### config.mk
export PLATFORM = sky130hd
export DESIGN_NAME = adc_ingress
export DESIGN_NICKNAME = d
export VERILOG_FILES = /design/src/dafx_pkg.sv /design/src/adc_ingress.sv
export SDC_FILE = /design/constraint.sdc
export NUM_CORES = 1
export LEC_CHECK = 0
export BUFFER_PORTS_ARGS = -buffer_cell sky130_fd_sc_hd__buf_2
export CAP_MARGIN = 20
export CELL_PAD_IN_SITES_DETAIL_PLACEMENT = 1
export CELL_PAD_IN_SITES_GLOBAL_PLACEMENT = 1
export CORE_MARGIN = 5
export CORE_UTILIZATION = 40
export DETAILED_ROUTE_END_ITERATION = 12
export GPL_TIMING_DRIVEN = 0
export HOLD_SLACK_MARGIN = 0.12
export PLACE_DENSITY = 0.73
export SLEW_MARGIN = 20
export SYNTH_ARGS = -nofsm -noshare
export SYNTH_HDL_FRONTEND = slang
export SYNTH_SLANG_ARGS = --single-unit
### constraint.sdc
create_clock -name clk -period 3 [get_ports clk]
set_input_delay 0.3 -clock clk [delete_from_list [all_inputs] [get_ports clk]]
set_output_delay 0.3 -clock clk [all_outputs]
set_load 0.02 [all_outputs]
### src/dafx_pkg.sv
// --------------------
// dafx shared definitions
// audio and gain words, egress states and the saturating gain helper
// --------------------

package dafx_pkg;

  localparam int AUDIO_WIDTH    = 24;
  localparam int GAIN_WIDTH     = 24;
  localparam int Q_BITS         = 11;              // 2048 is unity gain
  localparam int NR_OF_CHANNELS = 2;               // stereo pair
  localparam int ACC_WIDTH      = AUDIO_WIDTH + 8; // mix headroom

  typedef logic signed [AUDIO_WIDTH-1:0] audio_t;
  typedef logic        [GAIN_WIDTH-1:0]  gain_t;

  typedef enum logic [1:0] {
    egr_idle,
    egr_send_left,
    egr_send_right
  } egr_state_t;

  // value times gain, shifted down by q_bits, clamped to the audio range
  function automatic audio_t mul_sat(input  logic signed [ACC_WIDTH-1:0] value,
                                     input  gain_t                       gain,
                                     input  int                          q_bits,
                                     output logic                        clip);
    logic signed [ACC_WIDTH+GAIN_WIDTH:0] prod;
    logic signed [ACC_WIDTH+GAIN_WIDTH:0] lim_hi;
    logic signed [ACC_WIDTH+GAIN_WIDTH:0] lim_lo;
    lim_hi = (1 <<< (AUDIO_WIDTH - 1)) - 1; // +full scale
    lim_lo = -lim_hi - 1;                   // -full scale
    prod   = value * $signed({1'b0, gain}); // gain is unsigned
    prod   = prod >>> q_bits;
    clip   = 1'b0;
    if (prod > lim_hi) begin
      clip    = 1'b1;
      mul_sat = lim_hi[AUDIO_WIDTH-1:0];
    end else if (prod < lim_lo) begin
      clip    = 1'b1;
      mul_sat = lim_lo[AUDIO_WIDTH-1:0];
    end else begin
      mul_sat = prod[AUDIO_WIDTH-1:0];
    end
  endfunction

endpackage

### src/adc_ingress.sv
// --------------------
// adc ingress
// pairs left and right ADC words into a channel vector and meters signed peaks
// --------------------
`timescale 1ns/10ps

module adc_ingress import dafx_pkg::*; #(
  parameter int AUDIO_WIDTH = dafx_pkg::AUDIO_WIDTH
) (
  input  logic                          clk,
  input  logic                          rst_n,
  input  audio_t                        adc_data,
  input  logic                          adc_valid,
  input  logic                          adc_last,    // high on the right word
  input  logic                          clear_peaks,
  output audio_t [NR_OF_CHANNELS-1:0]   chan_data,
  output logic                          chan_valid,
  output audio_t                        peak_min,
  output audio_t                        peak_max
);

  audio_t                        adc_data_r;
  logic                          adc_valid_r;
  logic                          adc_last_r;
  logic signed [AUDIO_WIDTH-1:0] left_word;  // waits for its right partner

  // --------------------
  // input stage and pairing
  // --------------------
  always_ff @(posedge clk or negedge rst_n) begin
    if (!rst_n) begin
      adc_valid_r <= 1'b0;
      adc_last_r  <= 1'b0;
      chan_valid  <= 1'b0;
    end else begin
      adc_valid_r <= adc_valid;
      adc_last_r  <= adc_last;
      chan_valid  <= adc_valid_r && adc_last_r; // one pulse per frame
    end
  end

  always_ff @(posedge clk) begin
    adc_data_r <= adc_data;
    if (adc_valid_r && !adc_last_r) begin
      left_word <= adc_data_r;
    end
    if (adc_valid_r && adc_last_r) begin
      chan_data[0] <= left_word;   // left
      chan_data[1] <= adc_data_r;  // right
    end
  end

  // --------------------
  // peak meter straight off the adc port
  // --------------------
  always_ff @(posedge clk or negedge rst_n) begin
    if (!rst_n) begin
      peak_min <= '0;
      peak_max <= '0;
    end else if (clear_peaks) begin // clear beats a sample
      peak_min <= '0;
      peak_max <= '0;
    end else if (adc_valid) begin
      if (adc_data < peak_min) peak_min <= adc_data;
      if (adc_data > peak_max) peak_max <= adc_data;
    end
  end

endmodule

Word-level counts from Yosys, hierarchy flattened:

Cells that the tools add are included.

* register bits: 147
* output and inout port bits: 97
* logic and storage cells: 25
* input port bits: 29

* reductions and logical operators: 8
* multiplexer cells: 6
* order comparisons: 2

Operators with widths (count)
* $mux W24: 6
* $gt A24 B24 Y1: 1
* $lt A24 B24 Y1: 1
* $reduce_bool A2 Y1: 3
* $reduce_and A2 Y1: 2
* $logic_and A1 B1 Y1: 2
* $logic_not A1 Y1: 1

Logic depth before layout (Yosys ltp):

* word-level depth: 4
* depth in mapped cells: 11
* gate-level depth less buffers: 9

Least setup slack after synthesis:

OpenSTA, ideal clock, no wires.

* path kind: register to register
* from: register peak_max[22]
* to: register peak_max[10]
* period minus slack after synthesis: 2368 ps
* setup slack: 632 ps
* path buffers: 2
* data arrival time: 2245 ps
* library setup time: 123 ps
* stages on the path, launching flop included: 12
* required time: 2877 ps
* path through: dfrtp_1 inv_1 ha_1 a21oi_2 nand2_1 a221oi_2 o21ai_1 or3_1 a21o_1 buf_6 buf_12 mux2i_1

* word-level cells in the longest chain between the ends: 3

RTL lines
* start: declaration: line adc_ingress.sv:19 `output audio_t peak_max`
* start signal: assignment: line adc_ingress.sv:65 `if (adc_data > peak_max) peak_max <= adc_data;`
* $gt A24 B24 Y1: line adc_ingress.sv:65
* $reduce_bool A2 Y1 (no source line)
* $reduce_and A2 Y1 (no source line)

Every way passes these cells.
A chain may end at the register's enable or synchronous reset.

Worst setup path in the final report:

* from: input port adc_data[22]
* to: register peak_min[12]

* word-level cells in the longest chain between the ends: 3

RTL lines
* start: declaration: line adc_ingress.sv:12 `input audio_t adc_data,`
* $lt A24 B24 Y1: line adc_ingress.sv:64 `if (adc_data < peak_min) peak_min <= adc_data;`
* $reduce_bool A2 Y1 (no source line)
* $reduce_and A2 Y1 (no source line)
* end signal: assignment: line adc_ingress.sv:64
* end: declaration: line adc_ingress.sv:18 `output audio_t peak_min,`

Every way passes these cells.

==> flow_summary.yaml <==
hold_path:
  hold_start: "left_word[23]"
  whs_path_depth: 0
  hold_path_class: "reg -> reg"
  min_delay_worst_endpoint: "chan_data[23]"
yosys:
  seq_area_frac_synth_pct: 63.0
  yosysTopAreaCellShare_pct: 34.8
  synthTopCellsByArea: "edfxtp_1, dfrtp_1, ha_1, dfxtp_1, mux2i_1"
  synth-edff-count: 72
  synthCells: 455
  yosys_warnings: 0
  synth_most_common_cell: "nand2b_1"
  synth_common_cells: "nand2b_1, edfxtp_1, dfrtp_1"
  syn_area_um2: 6220
  yosysUniqueCellTypes: 35
  ys_seq_elements: 147
  syn_nets: 531
  async_flop_share_pct: 34.7
  avgSynthCellArea_um2: 13.7
  synth_flop_cell: "edfxtp_1"
  yosys.area.top_type: "edfxtp_1"
clock_network:
  numCtsBuffers: 17
  cts_tree: "done"
  cts.htree.levels: 4
  clk_latency_ps: 420
  clock_sinks: 147
  post_cts_resized: 0
  path_clk_slew_ps: 60
  clock_path_buffers: 2
  cts_setup_buffers: 0
  root_buffer: "clkbuf_16"
grt:
  groute.usage.overall_pct: 17.8
  grt_pass1_vias: 4553
  grt_max_degree: 52
  grt_overflow_total: 0
  antenna_found_initial: 0
  grt_pass1_wl_um: 24600
detailed_routing:
  drc_errors: 0
  avgRoutedWirePerCell_um: 18.3
  vias: 4041
  drtAntennaViolNets: 0
  drt_pre_antenna_iters: 4
  vias_per_cell: 4.89
  dr.first_iter.drc_count: 143
  wl_um: 15100
sta:
  worst_pin_slew_ps: 762
  fin_worst_skew_ps: 6.84
  finalCritPeriodShare_pct: 93.2
  period_needed_ps: 2800
  holdWs_ps: 418
  maxSlewViolCount: 0
  maxSlewHeadroom_pct: 49.1
  finalSetupViolations: 0
  fmax_mhz: 358
  rsz0062_at_grt: "no"
  setup_tns_ps: 0
  hold_viol: 0
power:
  p_int_mw: 3.99
  pwr-share-clk_pct: 41.2
  ir_worst_vdd_mv: 0.430
  p_leak_nw: 3.53
  power_mw: 5.33
  p_comb_share_pct: 15.0
  seqPwrFrac_pct: 43.8
  sw_frac_of_total_pct: 25.1
  power_density_nw_per_um2: 666
  p_switching_mw: 1.34
setup_path:
  endpoint_kind: "flip-flop"
  cp_max_fo: 10
  r2r_cells: 10
  arrival_ps: 3110
  ff2ff_setup_slack_ps: 370
  critical-path-slowest-cell: "dlygate4sd3_1"
  required_ps: 3320
  path_cells: "dlygate4sd3_1 > buf_2 > ha_1 > a21oi_1 > nand2_1 > a221oi_1 > o21ai_1 > a21oi_2 > mux2i_4 > buf_6 > mux2i_1"
  cp-start-kind: "input port"
  r2r-end: "peak_min[12]"
  cp_slowest_stage_delay_ps: 550
  crit_type: "in -> reg"
  r2r-start: "peak_min[22]"
finish:
  fin_area_um2: 7990
  fillCellCount: 1585
  nNetsFinal: 702
  final_layout_size_suffix_gt1_share_pct: 26.0
  syn_to_final_growth_pct: 28.6
  n_antenna_cell: 0
floorplanning:
  die_w_um: 135
  dieArea_um2: 18100
  row_count: 45
  ios: 126
  die_h_um: 135
  core_area_um2: 15200
  start_util_pct: 40.9
flow_run:
  maxCapViolCount: 0
status:
  outcome: "complete, no violations"
placed_design:
  hpwl_um: 11000
  gp_congestion: 0.833
  portBuffers: 124
  dpl_cell_area_um2: 7110
## state kept, by name, indices dropped and copies added, names as in the netlist
name / count
peak_max: 24
peak_min: 24
chan_data: 48
adc_last_r: 1
chan_valid: 1
adc_valid_r: 1
left_word: 24
adc_data_r: 24
## worst max path at each step
stage	from	to	slack [ps]
floorplan	peak_max[22]	peak_max[10]	630
global placement	adc_data[11]	peak_min[10]	430
detailed placement	adc_data[11]	peak_min[6]	390
CTS	adc_data[11]	peak_min[12]	210
global route	adc_data[2]	peak_min[12]	30
finish	adc_data[22]	peak_min[12]	200
## stage by stage
step / setup WS, ps / cells / utilization, %
after floorplan: 632 / 455 / -
after detailed placement: 385 / 768 / 46.8
final: 205 / 827 / 52.6
after global routing: 25.4 / 827 / 52.6
after CTS: 213 / 827 / 52.6
after global placement: 432 / 767 / 46.5
## cells in the final DEF, fill, tap and decap left out, types with 2 or more instances in the layout
cell type	n
clkinvlp_4	2
inv_1	47
nor2_1	4
bufinv_16	4
ha_1	47
buf_12	2
o21ai_1	8
nand4_1	8
nand2b_1	74
nor2b_4	2
buf_6	3
clkinv_2	2
dfxtp_1	24
nor4_1	2
dfrtp_1	51
clkbuf_16	17
dlygate4sd3_1	27
a21oi_2	2
edfxtp_1	72
buf_2	123
nand3_1	3
a21oi_1	17
clkbuf_1	12
mux2i_1	48
nand2_1	15
a211oi_1	3
## what timing repair did
action / in CTS / in global routing
hold endpoints to repair: 77 / 0
endpoints found under the setup margin: 0 / 0
hold buffers: 27 / 0
## cell type report
type	instances	area, µm²	share of cell area (%)
clock inverters	10	158	1.97
well taps	188	235	2.94
multi-input cells	248	2030	25.3
flip-flops and latches	147	3920	49.0
plain buffers	13	104	1.30
inverters	47	176	2.21
repair buffers	152	921	11.5
clock buffers	22	454	5.68
## power groups by stage
stage / clock, mW / combinational, mW / sequential (mW)
2_1_floorplan: 0 / 0.379 / 2.47
5_1_grt: 2.33 / 0.880 / 2.35
6_report: 2.19 / 0.799 / 2.34
3_5_place_dp: 0 / 0.772 / 2.38
3_3_place_gp: 0 / 0.740 / 2.37
4_1_cts: 2.24 / 0.810 / 2.34
## metal layers
metal	track usage (%)	part of all wire (%)	wire length, µm	up-vias
li1	-	-	-	1925
met1	22.5	43	6540	1989
met2	29.8	50	7530	100
met3	3.87	4.4	670	27
met4	6.96	2.5	372	0
met5	0	0	0	-
## worst max-delay path, delay by kind of cell
kind                     cells  cell delay [ps]
multiplexers                 2              690
AO/OA/AOI/OAI                4              760
AND/OR/NAND/NOR              1               70
buffers and inverters        3              960
adder cells (fa/ha/maj)      1              340
## cell families after synthesis
| kind of cell | count (synthesis) | synth area share (%) |
|---|---|---|
| flip-flops | 147 | 63.0 |
| AND/OR/NAND/NOR | 114 | 11.0 |
| buffers and inverters | 60 | 4.51 |
| multiplexers | 49 | 8.09 |
| adder cells (fa/ha/maj) | 47 | 9.46 |
| AO/OA/AOI/OAI | 38 | 3.88 |
Note: power is estimated with default switching activity, not from simulation.
