<file path="src/clip_indicator.sv">
// --------------------
// clip indicator
// holds a blinking LED for a while after any clip
// --------------------
`timescale 1ns/10ps

module clip_indicator #(
  parameter int CLIP_HOLD_CYCLES = 64,
  parameter int BLINK_BIT        = 3
) (
  input  logic clk,
  input  logic rst_n,
  input  logic clip,
  output logic clip_led
);

  // wide enough for the hold count and the blink bit
  localparam int CNT_WIDTH = ($clog2(CLIP_HOLD_CYCLES) > BLINK_BIT) ?
                             $clog2(CLIP_HOLD_CYCLES) : BLINK_BIT + 1;

  logic                 hold;
  logic [CNT_WIDTH-1:0] hold_cnt;

  always_ff @(posedge clk or negedge rst_n) begin
    if (!rst_n) begin
      hold     <= 1'b0;
      hold_cnt <= '0;
      clip_led <= 1'b0;
    end else begin
      clip_led <= hold && hold_cnt[BLINK_BIT]; // blink rate
      if (clip) begin               // restart on every clip
        hold     <= 1'b1;
        hold_cnt <= '0;
      end else if (hold) begin
        if (hold_cnt == CNT_WIDTH'(CLIP_HOLD_CYCLES - 1)) begin
          hold     <= 1'b0;
          hold_cnt <= '0;
        end else begin
          hold_cnt <= hold_cnt + 1'b1;
        end
      end
    end
  end

endmodule

</file>
<file path="config.mk">
export PLATFORM = sky130hd
export DESIGN_NAME = clip_indicator
export DESIGN_NICKNAME = d
export VERILOG_FILES = /design/src/clip_indicator.sv
export SDC_FILE = /design/constraint.sdc
export NUM_CORES = 1
export LEC_CHECK = 0
export BUFFER_PORTS_ARGS = -buffer_cell sky130_fd_sc_hd__buf_4
export CAP_MARGIN = 20
export CORE_AREA = 2 2 39 41
export DETAILED_ROUTE_END_ITERATION = 8
export DIE_AREA = 0 0 41 43
export GPL_ROUTABILITY_DRIVEN = 0
export GPL_TIMING_DRIVEN = 1
export PLACE_DENSITY = 0.45
export SYNTH_ARGS = -nofsm -noshare
export SYNTH_HDL_FRONTEND = slang
export SYNTH_SLANG_ARGS = --single-unit
</file>
<file path="constraint.sdc">
create_clock -name clk -period 3.3 [get_ports clk]
set_clock_uncertainty 0.15 [all_clocks]
set_input_delay 0.495 -clock clk [delete_from_list [all_inputs] [get_ports clk]]
set_output_delay 0.495 -clock clk [all_outputs]
set_load 0.1 [all_outputs]
</file>
; ---- Word level (Yosys, flattened, before mapping)
; Cells that the tools add are included.
[totals]
reg_bits = 8
in_bits = 3
wordCells = 13
[op_classes]
n_addsub = 1
eq_ne = 1
muxes = 6
n_reduce_logical = 2
[ops]
columns = op, n
row1 = $mux W6, 3
row2 = $add A6 B1 Y6 const B, 1
row3 = $eq A6 B6 Y1 const B, 1
row4 = $mux W1, 3
row5 = $reduce_bool A2 Y1, 1
row6 = $logic_and A1 B1 Y1, 1

; ---- Longest topological paths before layout
; Gate-level depths: netlist (run 1).
[depth]
word_depth = 4
depth_mapped = 4
depth_no_buf = 4

; ---- Worst setup path before layout (run 1)
; No wires, ideal clock.
[synth_path]
path_kind = reg2out
start = register clip_led
end = output clip_led
arrival_time_ps = 883
path_slack_ps = 1772
stages_incl_launch_ff = 1
n_path_buf = 0
cell_sequence = dfrtp_1
[synth_rtl]
columns = item, line
row1 = from (decl), 14  ; output logic clip_led
row2 = from (signal assigned), 30  ; clip_led <= hold && hold_cnt[BLINK_BIT];
; No word-level cell between the ends.

; ---- Worst setup path after layout (run 1)
[layout_path]
start = register clip_led
end = output clip_led
; No word-level cell between the ends.

==> results by group, run 1 <==
Timing
  – Worst Tran Pin Value: 0.2791 ns
  – Final worst-path cycle share: 0.4526
  – Maximum clock rate: 669.5 MHz
  – Worst rel slew slack: 0.8154
  – Unrepaired setup endpoints after global routing: false
  – Final setup violation count: 0
  – Final Max Tran Viols: 0
  – Period minus WS final: 1.494 ns
  – TNS Setup: 0 ns
  – Worst hold margin: 0.2982 ns
  – Final hold violation count: 0

Pwr
  – Lkg Pwr: 0.1922 nW
  – Cell Pwr Density: 442.4 mW/mm^2
  – Peak VDD IR: 0.0001732 V

Setup path
  – Worst setup SP type: flop
  – Crit Path Class: reg -> out
  – Crit Path Max Fanout: 1
  – Worst path max stage delay: 0.32 ns
  – Reg2reg setup slack: 1.98 ns
  – Crit. End Element: output port
  – Crit-path cells: buf_4
  – WP data required: 2.65 ns
  – Worst path top cell family by delay: flip-flops
  – CP arrival: 0.85 ns
  – Worst path bufs/invs: 1
  – CP max stage cell: dfrtp_1

Die
  – Die width: 41 um
  – Die H: 43 um
  – Initial Utilization: 0.2749
  – Die area: 0.001763 mm^2
  – Rows: 14
  – Top Ports: 4
  – Core area: 0.001384 mm^2

Clock tree
  – CTS Buf Count: 3
  – Clk sinks: 8
  – Clk Tree Root Cell: clkbuf_4
  – Resized cells post-CTS: 0
  – Clk Latency, worst-skew pair: 0.25 ns
  – Reg clk slew, reported paths: 0.06 ns
  – Htree depth: 1
  – Clock buffer depth: 2
  – Setup Buffers After CTS: 0
  – TritonCTS clock tree: done

Synth
  – Syn Inst Count: 37
  – Post-Syn Nets: 41
  – Avg Synthesized Cell Area: 10.28 um^2
  – Largest cells by area after synthesis: dfrtp_1, nand2b_1, xor2_1, nand3_1, a31oi_1
  – Synthesis warning total: 0
  – Post-synthesis cell type count: 19
  – Dominant synthesized flop cell: dfrtp_1
  – Async SR Flop Fraction: 1.000
  – Synth area leader: dfrtp_1
  – Post-synth EDFFs: 0
  – Post-Syn Area: 380.4 um^2
  – Top cell type's share of synthesized area: 0.5263
  – #FFs+latches synth: 8
  – Register area share after synthesis: 0.5263

Status
  – Status: complete, no violations

Layout
  – Most common cell after layout, fill and taps aside: dfrtp_1
  – Antenna cells: 0
  – Area grow syn2layout: 18.42%
  – Filler cells: 150
  – Share of cells above drive strength 1: 0.1628
  – Fin nets: 49

Global routing
  – Vias in the first global route: 285
  – GRT Util Overall: 0.1122
  – Global route total overflow: 0
  – Initial antenna violation count: 0
  – First-pass GRT wire length: 1.242 mm
  – Largest net degree at the start of global routing: 11

Route
  – Post-DRT Antenna Nets: 0
  – Vias per cell: 4.610
  – Wire length per cell: 11.98 um
  – Vias after detailed routing: 272
  – Post-route DRC violation count: 0
  – DR iter-0 viols: 3
  – Total iterations of the first detailed-routing run: 4
  – Final wirelength: 707 um

Min path
  – Hold Crit Class: in -> reg

Placed design
  – PortBufs: 3

Flow run
  – Max Cap Viol: 0
## report_power, final
group          switching (mW)  internal (mW)  total (mW)
registers             0.00487          0.102       0.107
logic                 0.00877        0.00740      0.0162
clock network          0.0341         0.0417      0.0758
total                  0.0477          0.152       0.199
## logic make-up after synthesis
logic type	after synthesis	synth area share
multiplexers	1	0.02632
adder cells (fa/ha/maj)	1	0.03289
buffers and inverters	1	0.01315
AO/OA/AOI/OAI	6	0.09210
XOR/XNOR	2	0.04606
flip-flops	8	0.5263
AND/OR/NAND/NOR	18	0.2632
## area by class of cell
type | count | area, um^2 | share of cell area
Clock buffer | 3 | 22.52 | 0.05000
Multi-Input combinational cell | 28 | 175.2 | 0.3889
Sequential cell | 8 | 200.2 | 0.4444
Tap cell | 16 | 20.02 | 0.04444
Timing Repair Buffer | 4 | 32.53 | 0.07222
## repair_timing
item | CTS | global route
hold buffers | 1 | 0
endpoints found under the hold margin | 8 | 0
setup endpoints to repair | 0 | 0
## cell usage after synthesis, types with 2 or more instances
cell type  count
dfrtp_1        8
nand2_1        3
nand2b_1       3
nand3_1        3
nor2_1         3
a31oi_1        2
o21ai_0        2
xor2_1         2
## metal layers
layer  share of wire  track usage
met1            0.45       0.1349
met2            0.49       0.1531
met3           0.062      0.03141
met4               0       0.1000
met5               0            0
## state kept, by name (all words and copies together), names as in the netlist
signal    count
clip_led      1
hold          1
hold_cnt      6
## worst paths after layout
path                                  start     endpoint  depth (start not counted)
worst min register to register  hold_cnt[4]  hold_cnt[4]                          2
worst max register to register  hold_cnt[2]  hold_cnt[3]                          3
worst min-delay path                   clip  hold_cnt[5]                          2
max in group asynchronous             rst_n  hold_cnt[0]                          2
min in group asynchronous             rst_n  hold_cnt[4]                          2
worst max-delay path               clip_led     clip_led                          1
## stage by stage
step | setup slack (ns) | instance area, um^2 | utilization | std cells | power, mW
finish | 1.806 | 450.4 | 0.3255 | 59 | 0.1993
global placement | 2.002 | 417.9 | 0.3020 | 55 | 0.1234
CTS | 1.797 | 450.4 | 0.3255 | 59 | 0.2045
floorplan | 1.772 | 380.4 | - | 37 | 0.1165
detailed placement | 2.004 | 417.9 | 0.3020 | 55 | 0.1247
global route | 1.776 | 450.4 | 0.3255 | 59 | 0.2120
No activity file was read; power rests on OpenSTA's default activity.
==> run 2, diff against run 1 <==
clock period = 1.4 ns   (was 3.3 ns; I/O delays follow)
==> run 2 against run 1 <==
Cell area increased by 1.7%. Critical path depth grew 2. Via count rose by 5.5%. Sequential power grew 140%. Combinational power increased by 120%. Total power is 130% higher. Die area unchanged. Utilization up 0.54 points. Sequential cell count unchanged. First-iteration DRC count up 100%. Hold slack lost 0.29 ns. Clock power increased by 140%. Critical path type is now reg -> reg. Largest power group unchanged.
==> results by group, run 2 (synthesized netlist as in run 1, its figures left out) <==
Die
  – Rows: 14 (unchanged)
  – Core area: 0.001384 mm^2 (unchanged)
  – Die width: 41 um (unchanged)
  – Initial Utilization: 0.2749 (unchanged)
  – Top Ports: 4 (unchanged)
  – Die area: 0.001763 mm^2 (unchanged)
  – Die H: 43 um (unchanged)

Timing
  – Worst rel slew slack: 0.8164 (+0.001006)
  – Unrepaired setup endpoints after global routing: false
  – TNS Setup: 0 ns (unchanged)
  – Final Max Tran Viols: 0 (unchanged)
  – Final worst-path cycle share: 0.9431
  – Period minus WS final: 1.320 ns
  – Setup ws final: 0.07971 ns (-1.727 ns)
  – Final hold violation count: 0 (unchanged)
  – Maximum clock rate: 757.4 MHz
  – Final setup violation count: 0 (unchanged)
  – Worst Tran Pin Value: 0.2776 ns (-0.001521 ns)

Global routing
  – First-pass GRT wire length: 1.138 mm (-8.4%)
  – Largest net degree at the start of global routing: 9 (-2)
  – Global route total overflow: 0 (unchanged)
  – Vias in the first global route: 275 (-3.5%)
  – Initial antenna violation count: 0 (unchanged)
  – GRT Util Overall: 0.1046 (-0.007666)

Placed design
  – PortBufs: 3 (unchanged)
  – Dpl ws: 0.08225 ns (-1.922 ns)
  – Placed Instance Area: 425.4 um^2 (+1.8%)
  – DP HPWL: 483.4 um

Clock tree
  – Reg clk slew, reported paths: 0.06 ns (about the same)
  – Htree depth: 1 (unchanged)
  – TritonCTS clock tree: done
  – Clk sinks: 8 (unchanged)
  – CTS Buf Count: 3 (unchanged)
  – Resized cells post-CTS: 0 (unchanged)
  – Clock buffer depth: 2 (unchanged)
  – Clk Latency, worst-skew pair: 0.26 ns (about the same)
  – Clk Tree Root Cell: clkbuf_4

Route
  – Vias after detailed routing: 287 (+5.5%)
  – Vias per cell: 4.783 (+3.8%)
  – DR iter-0 viols: 6 (+3)
  – Post-route DRC violation count: 0 (unchanged)
  – Final wirelength: 669 um (-5.4%)
  – Wire length per cell: 11.15 um (-7.0%)
  – Total iterations of the first detailed-routing run: 4 (unchanged)
  – Post-DRT Antenna Nets: 0 (unchanged)

Layout
  – Flip-flop count of the largest register after layout: 6 (unchanged)
  – Fin nets: 50 (+2.0%)
  – Most common cell after layout, fill and taps aside: dfrtp_1
  – Area grow syn2layout: 20.39%
  – Share of cells above drive strength 1: 0.1818 (+0.01903)
  – Final Cell Area: 457.9 um^2 (+1.7%)
  – Top flop regs: hold_cnt: 6 flops, clip_led: 1 flops, hold: 1 flops
  – Biggest register: hold_cnt
  – Util after Layout: 0.3309 (+0.005425)
  – Highest-count cells in the layout ignoring fill and taps: dfrtp_1, buf_4
  – Filler cells: 134 (-11%)
  – Antenna cells: 0 (unchanged)

Pwr
  – Switching Share: 0.2376 (-0.001895)
  – Cell Pwr Density: 1022 mW/mm^2 (+130%)
  – Peak VDD IR: 0.0004738 V (+170%)
  – Total chip power: 0.4682 mW (+130%)
  – Combinational share of power: 0.078 (-0.003)
  – Sw Pwr: 0.1113 mW (+130%)
  – Clock power frac: 0.382 (+0.002)
  – Cell Int Power: 0.3569 mW (+140%)
  – Lkg Pwr: 0.1963 nW (+2.2%)
  – Sequential Power Share: 0.540 (about the same)

Min path
  – Hold Crit Class: in -> reg
  – Hold depth: 2 (unchanged)

Setup path
  – Crit Path Max Fanout: 4 (+3)
  – CP arrival: 1.35 ns (+0.50 ns)
  – Worst setup SP type: flop
  – FF-to-FF path depth: 3 (unchanged)
  – Crit Path Class: reg -> reg
  – Reg2reg setup slack: 0.08 ns (-1.90 ns)
  – Crit. End Element: flop
  – WP data required: 1.43 ns (-1.22 ns)

Flow run
  – Max Cap Viol: 0 (unchanged)

Status
  – Status: complete, no violations
[run 2: changes by cell type in the layout (fill, tap and decap cells not counted), sizes merged]
| cell | before | now |
|---|---|---|
| buf | 3 | 4 |
[run 2: layout make-up]
class	count	area, um^2	area share
Clock buffer	3	22.52	0.04918
Multi-Input combinational cell	28	175.2	0.3825
Sequential cell	8	200.2	0.4372
Tap cell	16	20.02	0.04372
Timing Repair Buffer	5	40.04	0.08743
[run 2: per-layer routing]
layer / routed length, um / track usage
met5: 0 / 0
met4: 12 / 0.06000
met3: 54 / 0.07853
met2: 291 / 0.1250
met1: 310 / 0.1300
[run 2: path summary, 6_finish.rpt]
kind | start | to
worst max-delay path | hold_cnt[2] | hold_cnt[3]
worst min-delay path | clip | hold_cnt[5]
worst max register to register | hold_cnt[2] | hold_cnt[3]
worst min register to register | hold_cnt[1] | hold_cnt[1]
max in group asynchronous | rst_n | hold_cnt[0]
min in group asynchronous | rst_n | hold_cnt[5]
[run 2: worst max-delay path: stages, from the launching register on]
cell     delay (ns)
dfrtp_1        0.41
nand3_2        0.14
or3b_1         0.38
a31oi_1        0.17
[run 2: repair_timing]
| action | CTS | global route |
|---|---|---|
| hold buffers | 1 | 0 |
| buffers inserted | 0 | 0 |
| endpoints found under the hold margin | 8 | 0 |
[run 2: power by group through the flow]
stage	clock [mW]	sequential [mW]	combinational (mW)
after global placement	0	0.256	0.0350
final	0.179	0.253	0.0364
after floorplan	0	0.256	0.0184
after detailed placement	0	0.256	0.0353
after global routing	0.197	0.254	0.0410
after CTS	0.187	0.253	0.0376
[run 2: through the flow]
stage                     std cells  hold WS, ns
final                            60     0.003313
after CTS                        60    0.0003813
after global placement           56      -0.1160
after detailed placement         56      -0.1160
after floorplan                  37      -0.2356
after global routing             60     0.007324
