## src/dafx_pkg.sv

```systemverilog
// --------------------
// dafx shared definitions
// audio and gain words, egress states and the saturating gain helper
// --------------------

package dafx_pkg;

  localparam int AUDIO_WIDTH    = 24;
  localparam int GAIN_WIDTH     = 24;
  localparam int Q_BITS         = 11;              // 2048 is unity gain
  localparam int NR_OF_CHANNELS = 2;               // stereo pair
  localparam int ACC_WIDTH      = AUDIO_WIDTH + 8; // mix headroom

  typedef logic signed [AUDIO_WIDTH-1:0] audio_t;
  typedef logic        [GAIN_WIDTH-1:0]  gain_t;

  typedef enum logic [1:0] {
    egr_idle,
    egr_send_left,
    egr_send_right
  } egr_state_t;

  // value times gain, shifted down by q_bits, clamped to the audio range
  function automatic audio_t mul_sat(input  logic signed [ACC_WIDTH-1:0] value,
                                     input  gain_t                       gain,
                                     input  int                          q_bits,
                                     output logic                        clip);
    logic signed [ACC_WIDTH+GAIN_WIDTH:0] prod;
    logic signed [ACC_WIDTH+GAIN_WIDTH:0] lim_hi;
    logic signed [ACC_WIDTH+GAIN_WIDTH:0] lim_lo;
    lim_hi = (1 <<< (AUDIO_WIDTH - 1)) - 1; // +full scale
    lim_lo = -lim_hi - 1;                   // -full scale
    prod   = value * $signed({1'b0, gain}); // gain is unsigned
    prod   = prod >>> q_bits;
    clip   = 1'b0;
    if (prod > lim_hi) begin
      clip    = 1'b1;
      mul_sat = lim_hi[AUDIO_WIDTH-1:0];
    end else if (prod < lim_lo) begin
      clip    = 1'b1;
      mul_sat = lim_lo[AUDIO_WIDTH-1:0];
    end else begin
      mul_sat = prod[AUDIO_WIDTH-1:0];
    end
  endfunction

endpackage

```

## src/dac_egress.sv

```systemverilog
// --------------------
// dac egress
// serializes a mixed pair into left then right DAC words
// --------------------
`timescale 1ns/10ps

module dac_egress import dafx_pkg::*; (
  input  logic   clk,
  input  logic   rst_n,
  input  audio_t mix_left,
  input  audio_t mix_right,
  input  logic   mix_valid,
  output audio_t dac_data,
  output logic   dac_valid,
  output logic   dac_last,
  input  logic   dac_ready
);

  egr_state_t egr_state;
  audio_t     right_hold; // right word parked while left goes out

  // --------------------
  // state machine
  // --------------------
  always_ff @(posedge clk or negedge rst_n) begin
    if (!rst_n) begin
      egr_state <= egr_idle;
      dac_valid <= 1'b0;
      dac_last  <= 1'b0;
    end else begin
      case (egr_state)
        egr_idle: begin
          if (mix_valid) begin // pairs arriving when busy are lost
            egr_state <= egr_send_left;
            dac_valid <= 1'b1;
            dac_last  <= 1'b0;
          end
        end
        egr_send_left: begin
          if (dac_ready) begin
            egr_state <= egr_send_right;
            dac_last  <= 1'b1;
          end
        end
        egr_send_right: begin
          if (dac_ready) begin
            egr_state <= egr_idle;
            dac_valid <= 1'b0;
            dac_last  <= 1'b0;
          end
        end
        default: egr_state <= egr_idle;
      endcase
    end
  end

  // data path holds under back-pressure
  always_ff @(posedge clk) begin
    if (egr_state == egr_idle && mix_valid) begin
      right_hold <= mix_right;
      dac_data   <= mix_left;
    end else if (egr_state == egr_send_left && dac_ready) begin
      dac_data <= right_hold;
    end
  end

endmodule

```

## config.mk

```make
export PLATFORM = sky130hd
export DESIGN_NAME = dac_egress
export DESIGN_NICKNAME = d
export VERILOG_FILES = /design/src/dafx_pkg.sv /design/src/dac_egress.sv
export SDC_FILE = /design/constraint.sdc
export NUM_CORES = 1
export LEC_CHECK = 0
export BUFFER_PORTS_ARGS = -buffer_cell sky130_fd_sc_hd__buf_2
export CORE_MARGIN = 10
export CORE_UTILIZATION = 31
export CTS_CLUSTER_DIAMETER = 120
export DETAILED_ROUTE_END_ITERATION = 8
export PLACE_DENSITY_LB_ADDON = 0.25
export SLEW_MARGIN = 10
export SYNTH_ARGS = -nofsm -noshare
export SYNTH_HDL_FRONTEND = slang
export SYNTH_SLANG_ARGS = --single-unit
```

## constraint.sdc

```tcl
create_clock -name clk -period 2.55 [get_ports clk]
set_input_delay 0.255 -clock clk [delete_from_list [all_inputs] [get_ports clk]]
set_output_delay 0.255 -clock clk [all_outputs]
set_load 0.02 [all_outputs]
```

* Word level (Yosys, flattened, before mapping)
Cells that the tools add are included.
Operators by class: equality and inequality tests 5, reductions and logical operators 9, mux-type cells 12
Operators with widths (count):
- $mux 24 | 2
- $mux 2 | 3
- $ne 2x2->1 const B | 3
- $pmux 2 s3 | 1
- $reduce_and 3->1 | 2
- $mux 1 | 4
- $reduce_and 4->1 | 1
- $reduce_bool 2->1 | 2
- $pmux 1 s3 | 1
- $reduce_bool 3->1 | 1
- $eq 2x1->1 const B | 1
- $eq 2x2->1 const B | 1
- $logic_and 1x1->1 | 2
- $logic_not 2->1 | 1
- $pmux 1 s2 | 1
Storage, ports and cells: bits in registers 52, output and inout bits 26, bits of input ports 52, logic and storage cells 31

* Depth between registers and ports, before layout
Gate-level depths: netlist of run 1.
depth after elaboration 4, depth in mapped cells 4, gate-level depth less buffers 3

* Worst setup path after synthesis of run 1
Ideal clock, no wire load.
path type register to register, start point register egr_state[0], end point register dac_data[0] (enable), buffers on the path 0, setup slack 348 ps, required time 2137 ps, arrival time 1789 ps, cell stages (with the launch flop) 3, path through dfrtp_1 > nand2b_4 > a21oi_1
Between the ends: longest elaborated chain between the ends 3, elaborated cells on any way between the ends 5, those cells by class eq/ne (1); reduce/logical (4)
RTL lines:
- from (decl) | RTL line dac_egress.sv:19 | egr_state_t egr_state;
- from (signal assigned) | RTL line dac_egress.sv:27 | egr_state <= egr_idle;
- from (signal assigned) | RTL line dac_egress.sv:34 | egr_state <= egr_send_left;
- from (signal assigned) | RTL line dac_egress.sv:41 | egr_state <= egr_send_right;
- $eq 2x1->1 / $logic_not 2->1 (equally long branches) | RTL line dac_egress.sv:62, dac_egress.sv:59
- $logic_and 1x1->1 (on tied branches) | RTL line dac_egress.sv:62, dac_egress.sv:59
- $reduce_bool 2->1 (no source line) (*)
- to (signal assigned) | RTL line dac_egress.sv:61 | dac_data <= mix_left;
- to (signal assigned) | RTL line dac_egress.sv:63 | dac_data <= right_hold;
- to (decl) | RTL line dac_egress.sv:13 | output audio_t dac_data,
Mark *: on every way between the ends. The rest lies on a longest branch, timed or not. A chain may end at the register's enable or synchronous reset.

* Worst setup path in the final report of run 1
start point register egr_state[0], end point register dac_data[18] (data pin)
Between the ends: longest elaborated chain between the ends 3
RTL lines:
- $logic_not 2->1 | RTL line dac_egress.sv:59 | if (egr_state == egr_idle && mix_valid) begin
- $logic_and 1x1->1 | RTL line dac_egress.sv:59
- $mux 24 | RTL line dac_egress.sv:59
Every way passes these cells.

==> results of run 1 <==
[how the worst max path moves through the flow]
stage | slack [ns] | start | cells past startpoint | end
final | 0.72 | egr_state[0] | 4 | dac_data[18]
after global routing | 0.63 | egr_state[0] | 4 | dac_data[18]
after CTS | 0.71 | egr_state[0] | 4 | dac_data[18]
after detailed placement | 0.73 | egr_state[0] | 4 | dac_data[18]
after global placement | 0.78 | egr_state[0] | 4 | dac_data[13]
after floorplan | 0.35 | egr_state[0] | 2 | dac_data[0]
[power groups by stage]
stage / sequential [mW] / combinational (mW) / clock, mW
2_1_floorplan: 1.60 / 0.489 / 0
3_3_place_gp: 1.40 / 0.954 / 0
3_5_place_dp: 1.41 / 0.981 / 0
4_1_cts: 1.39 / 0.981 / 0.489
5_1_grt: 1.41 / 1.04 / 0.531
6_report: 1.39 / 0.954 / 0.461
[synth_stat cells]
cell type   n  area share
edfxtp_1   48        0.71
mux2_4     19        0.14
mux2_2      5       0.028
dfrtp_1     4       0.049
o21ai_0     4      0.0098
a21oi_1     3      0.0074
inv_1       3      0.0055
buf_12      2       0.020
buf_4       1      0.0037
nand2_1     1      0.0018
nand2b_4    1      0.0068
nand3_1     1      0.0025
nor2_1      1      0.0018
nor2_8      1      0.0098
o21a_1      1      0.0037
o22ai_1     1      0.0031
[metrics by stage]
step / utilization / hold slack, ns / instance area (sq um) / total power, mW
detailed placement: 0.396 / 0.0648 / 2520 / 2.39
finish: 0.412 / 0.123 / 2620 / 2.80
CTS: 0.412 / 0.108 / 2620 / 2.86
global placement: 0.396 / 0.0622 / 2520 / 2.36
global route: 0.412 / 0.0976 / 2620 / 2.98
floorplan: - / -0.0406 / 2040 / 2.09
[logic make-up (layout without fill, tap and decap cells)]
group,after synthesis,count (layout),synth area share
compound gates,9,9,0.0240
buf+inv,6,93,0.0289
flops,52,52,0.757
mux,24,24,0.168
simple gates,5,5,0.0227
[state kept, by name, indices dropped and copies added (netlist names)]
signal / cells
dac_data: 24
right_hold: 24
egr_state: 2
dac_last: 1
dac_valid: 1
[area by class of cell]
class,instances,area (sq um),share of cell area
multi-input cells,38,440,0.168
repair buffers,82,438,0.167
clock buffers,5,68.8,0.0263
flip-flops and latches,52,1540,0.589
inverters,3,11.3,0.00430
clock inverters,3,21.3,0.00813
well taps,77,96.3,0.0368
[repair_timing]
item                                    4_1_cts  5_1_grt
endpoints found under the setup margin        0        0
hold buffers                                  1        0
hold endpoints to repair                      4        0
gates resized for setup                       0        0
[layer usage]
layer  share of wire  GRT usage  wire [microns]
met1            0.39     0.0907            1660
met2            0.51      0.135            2170
met3           0.083     0.0439             349
met4           0.012     0.0300              49
met5               0          0               0
==> results.yml, run 1 <==
routing:
  vias: 1127
  wire_per_inst_microns: 16.3
  wl_microns: 4230
  via_per_inst: 4.33
  first_iter_violations: 45
  antenna_left: 0
  drc: 0
  firstDrtPassIters: 4
grt:
  antenna_found_initial: 0
  overflow: 0
  grt_start_max_net_pins: 25
  grt.total_usage: 0.0834
  grt_pass1_wl_microns: 6580
  grt_pass1_vias: 1293
power_and_ir_drop:
  p_clk_frac: 0.164
  switchingPower_mw: 0.907
  p_sw_frac: 0.324
  p_int_mw: 1.89
  seqPwrFrac: 0.495
  p_leak_nw: 1.08
  p_per_area_mw_per_mm2: 1070
  ir_drop_v: 0.000388
  p_comb_frac: 0.341
placed_design:
  pre_cts_slack_ns: 0.727
  dp_hpwl_microns: 3310
  port_buffers: 77
  dp_cells: 251
  gp_congestion: 0.672
clocking:
  h-tree-depth: 2
  worstSkewPairLatency_ns: 0.30
  path_clk_slew_ns: 0.10
  cts_setup_buffers: 0
  cts_tree: "built"
  cts.sinks: 52
  root_buffer: "clkbuf_8"
  max-clock-path-buffers: 2
  numCtsBuffers: 5
sta:
  setup_violations: 0
  fin_setup_tns_ns: 0
  min_period_ns: 1.83
  worst_slack_ns: 0.722
  slew_headroom: 0.689
  worst-slew-pin-transition_ns: 0.466
  timing.fmax_mhz: 547
  min_period_over_period: 0.717
  maxSlewViolCount: 0
  rsz0062_at_grt: "no"
  finClkSkew_ns: 0.00829
  hold_viol: 0
floorplan:
  start_util: 0.321
  die-area_sq_mm: 0.0102
  die_h_microns: 101
  io_pins: 78
  num_rows: 29
  fp.dieW_microns: 101
  core_area_sq_mm: 0.00635
worst_hold_path:
  min_from: "mix_right[12]"
  hold_path.class: "in -> reg"
  whs_path_depth: 1
  hold_end: "right_hold[12]"
setup_path:
  rrSetupSlack_ns: 0.72
  r2r_cells: 4
  path_class: "reg -> reg"
  cp_top_family: "simple AND/OR/NAND/NOR gates"
  path_max_fanout: 24
  r2r_end: "dac_data[18]"
  crit_buf_inv: 1
  crit_arrival_ns: 1.88
  critPathRequiredTime_ns: 2.60
  cpMaxStageDelayCell: "dfrtp_1"
  critical_path.endpoint_type: "flip-flop"
  reg2reg_from: "egr_state[0]"
  start_kind: "flip-flop"
  crit_chain: "nand2b_4 > nor2_8 > buf_4 > mux2_4"
  cpPeakStageDelay_ns: 0.44
outcome:
  status: "complete, no violations"
layout:
  final_cell_mix: "77 x buf_2, 48 x edfxtp_1, 19 x mux2_4"
  fin_cells: 260
  area_growth_pct: 28.5
  diodes: 0
  final_common_cell: "buf_2"
  drive_above_1_share: 0.634
  final_nets: 234
  fillers: 602
yosys:
  yosysUniqueCellTypes: 16
  avgSynthCellArea_sq_um: 21.2
  syn_area_sq_mm: 0.00204
  synthCells: 96
  ys_seq_elements: 52
  yosys_warnings: 0
  yosysSeqAreaShare: 0.757
  syn_nets: 148
run:
  max_cap_violations: 0
Power figures use the tool's default switching activity.
==> run 2: changes to the inputs <==
==> constraint.sdc (replaced) <==
create_clock -name clk -period 1.5 [get_ports clk]
set_input_delay 0.15 -clock clk [delete_from_list [all_inputs] [get_ports clk]]
set_output_delay 0.15 -clock clk [all_outputs]
set_load 0.02 [all_outputs]
==> results.yml, run 2 (same netlist as run 1, synthesis figures left out) <==
sta:
  worst-slew-pin-transition_ns: 0.233
  holdWs_ns: 0.0253
  min_period_ns: 1.50
  min_period_over_period: 1.00
  hold_viol: 0
  worst_slack_ns: -0.00354
  rsz0062_at_grt: "yes"
  slew_headroom: 0.845
  setup_violations: 2
  finClkSkew_ns: 0.00312
  timing.fmax_mhz: 665
  maxSlewViolCount: 0
layout:
  reg_top3: "dac_data (24), right_hold (24), egr_state (2)"
  diodes: 0
  seq_area_sq_mm: 0.00154
  final_nets: 250
  multi_input_area_sq_um: 448
  drive_above_1_share: 0.663
  final_common_cell: "buf_2"
  area_growth_pct: 40.6
  final_cell_mix: "77 x buf_2, 48 x edfxtp_1, 19 x mux2_4"
  fillers: 554
floorplan:
  start_util: 0.321
  io_pins: 78
  die-area_sq_mm: 0.0102
  fp.dieW_microns: 101
  die_h_microns: 101
  core_area_sq_mm: 0.00635
  num_rows: 29
clocking:
  cts_tree: "built"
  worstSkewPairLatency_ns: 0.29
  numCtsBuffers: 5
  root_buffer: "clkbuf_8"
  cts.sinks: 52
  h-tree-depth: 2
  path_clk_slew_ns: 0.09
  max-clock-path-buffers: 2
setup_path:
  crit_arrival_ns: 1.56
  critical_path.endpoint_type: "flip-flop"
  crit_chain: "nand2b_4 > nor2_8 > buf_4 > buf_12 > mux2_2"
  path_max_fanout: 8
  cp_top_family: "flip-flops"
  crit_buf_inv: 2
  cpMaxStageDelayCell: "dfrtp_1"
  critPathRequiredTime_ns: 1.55
  cpPeakStageDelay_ns: 0.40
  start_kind: "flip-flop"
  path_class: "reg -> reg"
routing:
  vias: 1220
  via_per_inst: 4.42
  wl_microns: 4650
  drc: 0
  antenna_left: 0
  first_iter_violations: 17
  firstDrtPassIters: 4
  wire_per_inst_microns: 16.8
grt:
  grt_pass1_vias: 1384
  gr-usage-met2: 0.144
  grt_start_max_net_pins: 16
  antenna_found_initial: 0
  grt_util_met3: 0.0521
  grt_use_met1: 0.0961
  grt.total_usage: 0.0904
  overflow: 0
  top_usage_layer: "met2"
  grt_pass1_wl_microns: 7040
power_and_ir_drop:
  p_per_area_mw_per_mm2: 1850
  p_total_mw: 5.31
  p_leak_nw: 1.21
  ir_drop_v: 0.000784
placed_design:
  gp_congestion: 0.722
  port_buffers: 77
  dp_hpwl_microns: 3470
worst_hold_path:
  hold_path.class: "in -> reg"
outcome:
  violations: "setup timing"
  status: "complete, but fails checks"
run:
  max_cap_violations: 0
-- run 2: cell count changes in the layout (fill, tap and decap cells not counted), sizes merged --
| cell | before | now |
|---|---|---|
| clkinv | 1 | 3 |
| bufbuf | 0 | 1 |
| buf | 81 | 95 |
| inv | 4 | 3 |
| clkinvlp | 1 | 0 |
| clkbuf | 5 | 6 |
-- run 2: layout make-up --
cell class                 instances  area share
inverter                           3     0.00393
timing repair buffer              98       0.239
sequential                        52       0.539
tap                               77      0.0336
multi-input combinational         38       0.156
clock buffer                       5      0.0240
clock inverter                     3     0.00481
-- run 2: final timing paths --
path,cells past startpoint,end,from,slack (ns)
setup / recovery,5,dac_data[22],egr_state[0],-0.004
hold / removal,1,right_hold[14],mix_right[14],0.03
setup reg to reg,5,dac_data[22],egr_state[0],-0.004
hold reg to reg,1,dac_data[3],right_hold[3],0.55
max in group asynchronous,2,egr_state[1],rst_n,1.17
min in group asynchronous,2,dac_last,rst_n,0.20
-- run 2: per-stage QoR --
stage | setup TNS, ns | setup slack [ns] | instance area (sq um) | utilization | instances
global placement | 0 | 0.0143 | 2610 | 0.410 | 255
global route | -0.565 | -0.0591 | 2860 | 0.451 | 276
floorplan | -0.122 | -0.0136 | 2050 | - | 96
detailed placement | -0.310 | -0.0330 | 2610 | 0.410 | 255
CTS | -0.0955 | -0.0149 | 2820 | 0.445 | 273
finish | -0.00578 | -0.00354 | 2860 | 0.451 | 276
-- run 2: repair_timing --
item / CTS / global route
endpoints found under the hold margin: 4 / 0
endpoints found under the setup margin: 20 / 24
hold buffers: 1 / 0
buffers inserted: 7 / 2
resized for setup: 2 / 0
cloned: 2 / 1
-- run 2: power by group --
part | leakage [nW] | switching [mW] | internal (mW)
sequential | 0.498 | 0.160 | 2.20
combinational | 0.667 | 1.06 | 1.14
clock | 0.0453 | 0.425 | 0.318
-- run 2: worst register-to-register path: stages, from the launching register on --
cell and delay [ns]:
dfrtp_1 0.40, nand2b_4 0.17, nor2_8 0.12, buf_4 0.14, buf_12 0.12, mux2_2 0.33
-- run 2: layer usage --
metal / wire, microns / up-vias / share of wire
li1: - / 573 / -
met1: 1790 / 594 / 0.39
met2: 2320 / 49 / 0.50
met3: 510 / 4 / 0.11
met4: 27 / 0 / 0.0058
met5: 0 / - / 0
==> run 3: changes to the inputs <==
--- a/config.mk
+++ b/config.mk
@@ -5,12 +5,12 @@
 export SDC_FILE = /design/constraint.sdc
 export NUM_CORES = 1
 export LEC_CHECK = 0
+export ABC_CLOCK_PERIOD_IN_PS = 1500
 export BUFFER_PORTS_ARGS = -buffer_cell sky130_fd_sc_hd__buf_2
 export CORE_MARGIN = 10
 export CORE_UTILIZATION = 31
 export CTS_CLUSTER_DIAMETER = 120
 export DETAILED_ROUTE_END_ITERATION = 8
-export PLACE_DENSITY_LB_ADDON = 0.25
 export SLEW_MARGIN = 10
 export SYNTH_ARGS = -nofsm -noshare
 export SYNTH_HDL_FRONTEND = slang
==> results.yml, run 3 (same netlist as run 1, synthesis figures left out) <==
outcome:
  status: "complete, no violations"
grt:
  grt_start_max_net_pins: 21
  antenna_found_initial: 1
  overflow: 0
  grt_pass1_vias: 1274
  grt_pass1_wl_microns: 6590
  grt.total_usage: 0.0834
routing:
  first_iter_violations: 40
  vias: 1121
  via_per_inst: 4.20
  wl_microns: 4240
  wire_per_inst_microns: 15.9
  firstDrtPassIters: 4
  antenna_left: 0
  drc: 0
  met3_length_microns: 444
  dr_wl_met2_microns: 2100
  wl_met1_microns: 1650
  top_layer_used: "met4"
floorplan:
  die-area_sq_mm: 0.0102
  die_h_microns: 101
  core_area_sq_mm: 0.00635
  start_util: 0.321
  io_pins: 78
  num_rows: 29
  fp.dieW_microns: 101
placed_design:
  port_buffers: 77
  placed_cell_area_sq_mm: 0.00260
  dp_hpwl_microns: 3360
  gp_congestion: 0.733
clocking:
  numCtsBuffers: 5
  root_buffer: "clkbuf_8"
  max-clock-path-buffers: 2
  worstSkewPairLatency_ns: 0.29
  h-tree-depth: 2
  path_clk_slew_ns: 0.09
  cts_tree: "built"
  cts.sinks: 52
layout:
  utilization: 0.435
  final_common_cell: "buf_2"
  reg_top3: "dac_data (24), right_hold (24), egr_state (2)"
  fillers: 563
  final_cell_mix: "77 x buf_2, 48 x edfxtp_1, 21 x mux2_4"
  final_nets: 241
  area_growth_pct: 35.7
  drive_above_1_share: 0.646
  final_cell_area_sq_mm: 0.00276
power_and_ir_drop:
  p_per_area_mw_per_mm2: 1920
  switchingPower_mw: 1.58
  p_sw_frac: 0.296
  ir_drop_v: 0.000832
  p_int_mw: 3.74
  p_comb_frac: 0.356
  seqPwrFrac: 0.439
  p_clk_frac: 0.205
  p_leak_nw: 1.16
setup_path:
  critical_path.endpoint_type: "flip-flop"
  start_kind: "flip-flop"
  crit_arrival_ns: 1.53
  critPathRequiredTime_ns: 1.56
  cpMaxStageDelayCell: "dfrtp_1"
  path_max_fanout: 17
  crit_chain: "nand2b_4 > nor2_8 > buf_12 > mux2_2"
  cpPeakStageDelay_ns: 0.40
  path_class: "reg -> reg"
sta:
  hold_viol: 0
  slew_headroom: 0.857
  min_period_over_period: 0.979
  finClkSkew_ns: 0.00614
  timing.fmax_mhz: 681
  setup_violations: 0
  min_period_ns: 1.47
  maxSlewViolCount: 0
  worst-slew-pin-transition_ns: 0.214
  rsz0062_at_grt: "yes"
run:
  max_cap_violations: 0
worst_hold_path:
  hold_path.class: "in -> reg"
==> run 3: changes by cell type in the layout (fill, tap and decap cells not counted) <==
cell       previous run  this run
mux2_4               19        21
clkinv_1              1         0
dfrtp_2               1         0
dfrtp_1               3         4
clkinv_2              2         0
buf_4                11         7
bufinv_16             0         2
buf_12                6         4
bufbuf_16             1         0
mux2_2                5         3
diode_2               0         1
clkbuf_16             1         0
buf_16                1         0
==> run 3: routing by layer <==
metal  up-vias  track usage
li1        550            -
met1       517       0.0930
met2        50        0.125
met3         4       0.0501
met4         0       0.0354
met5         -            0
==> run 3: final cells by class <==
type | count | area, sq um | area share
clock inverter | 2 | 60.1 | 0.0217
antenna | 1 | 2.50 | 0.000905
inverter | 3 | 11.3 | 0.00407
multi-input combinational | 38 | 455 | 0.165
sequential | 52 | 1540 | 0.558
clock buffer | 5 | 68.8 | 0.0249
tap | 77 | 96.3 | 0.0349
timing repair buffer | 89 | 528 | 0.191
==> run 3: metrics by stage <==
step	hold WS [ns]	cells	setup WS, ns	TNS [ns]	total power, mW
5_1_grt	0.00434	266	-0.00712	-0.0158	5.60
6_report	0.0258	267	0.0312	0	5.32
3_5_place_dp	-0.0350	256	0.0344	0	4.26
2_1_floorplan	-0.146	96	-0.0136	-0.122	3.56
4_1_cts	0.0114	264	0.0194	0	5.38
3_3_place_gp	-0.0359	256	0.0779	0	4.23
==> run 3: worst paths after layout <==
path,from,to,slack (ns),cells past startpoint
worst max-delay path,egr_state[0],dac_data[22],0.03,4
worst min-delay path,mix_right[13],right_hold[13],0.03,1
worst max register to register,egr_state[0],dac_data[22],0.03,4
worst min register to register,right_hold[19],dac_data[19],0.55,1
max in group asynchronous,rst_n,dac_last,1.19,2
min in group asynchronous,rst_n,dac_valid,0.18,2
==> run 3: worst max-delay path, delay by kind of cell, from the launching register on <==
kind                   cells  cell delay [ns]
AND/OR/NAND/NOR            2             0.30
flip-flops                 1             0.40
multiplexers               1             0.35
buffers and inverters      1             0.17
==> run 3: power groups by stage <==
stage                     Sequential (mW)  Combinational, mW  Clock [mW]
final                                2.34               1.89        1.09
after global routing                 2.39               2.04        1.17
after CTS                            2.34               1.90        1.13
after detailed placement             2.37               1.89           0
after global placement               2.36               1.88           0
after floorplan                      2.70              0.857           0
==> run 3: what timing repair did <==
| action | in CTS | in global routing |
|---|---|---|
| buffers inserted | 0 | 2 |
| hold buffers | 1 | 0 |
| endpoints found under the hold margin | 4 | 0 |
| endpoints found under the setup margin | 0 | 5 |
| gates resized for setup | 0 | 2 |
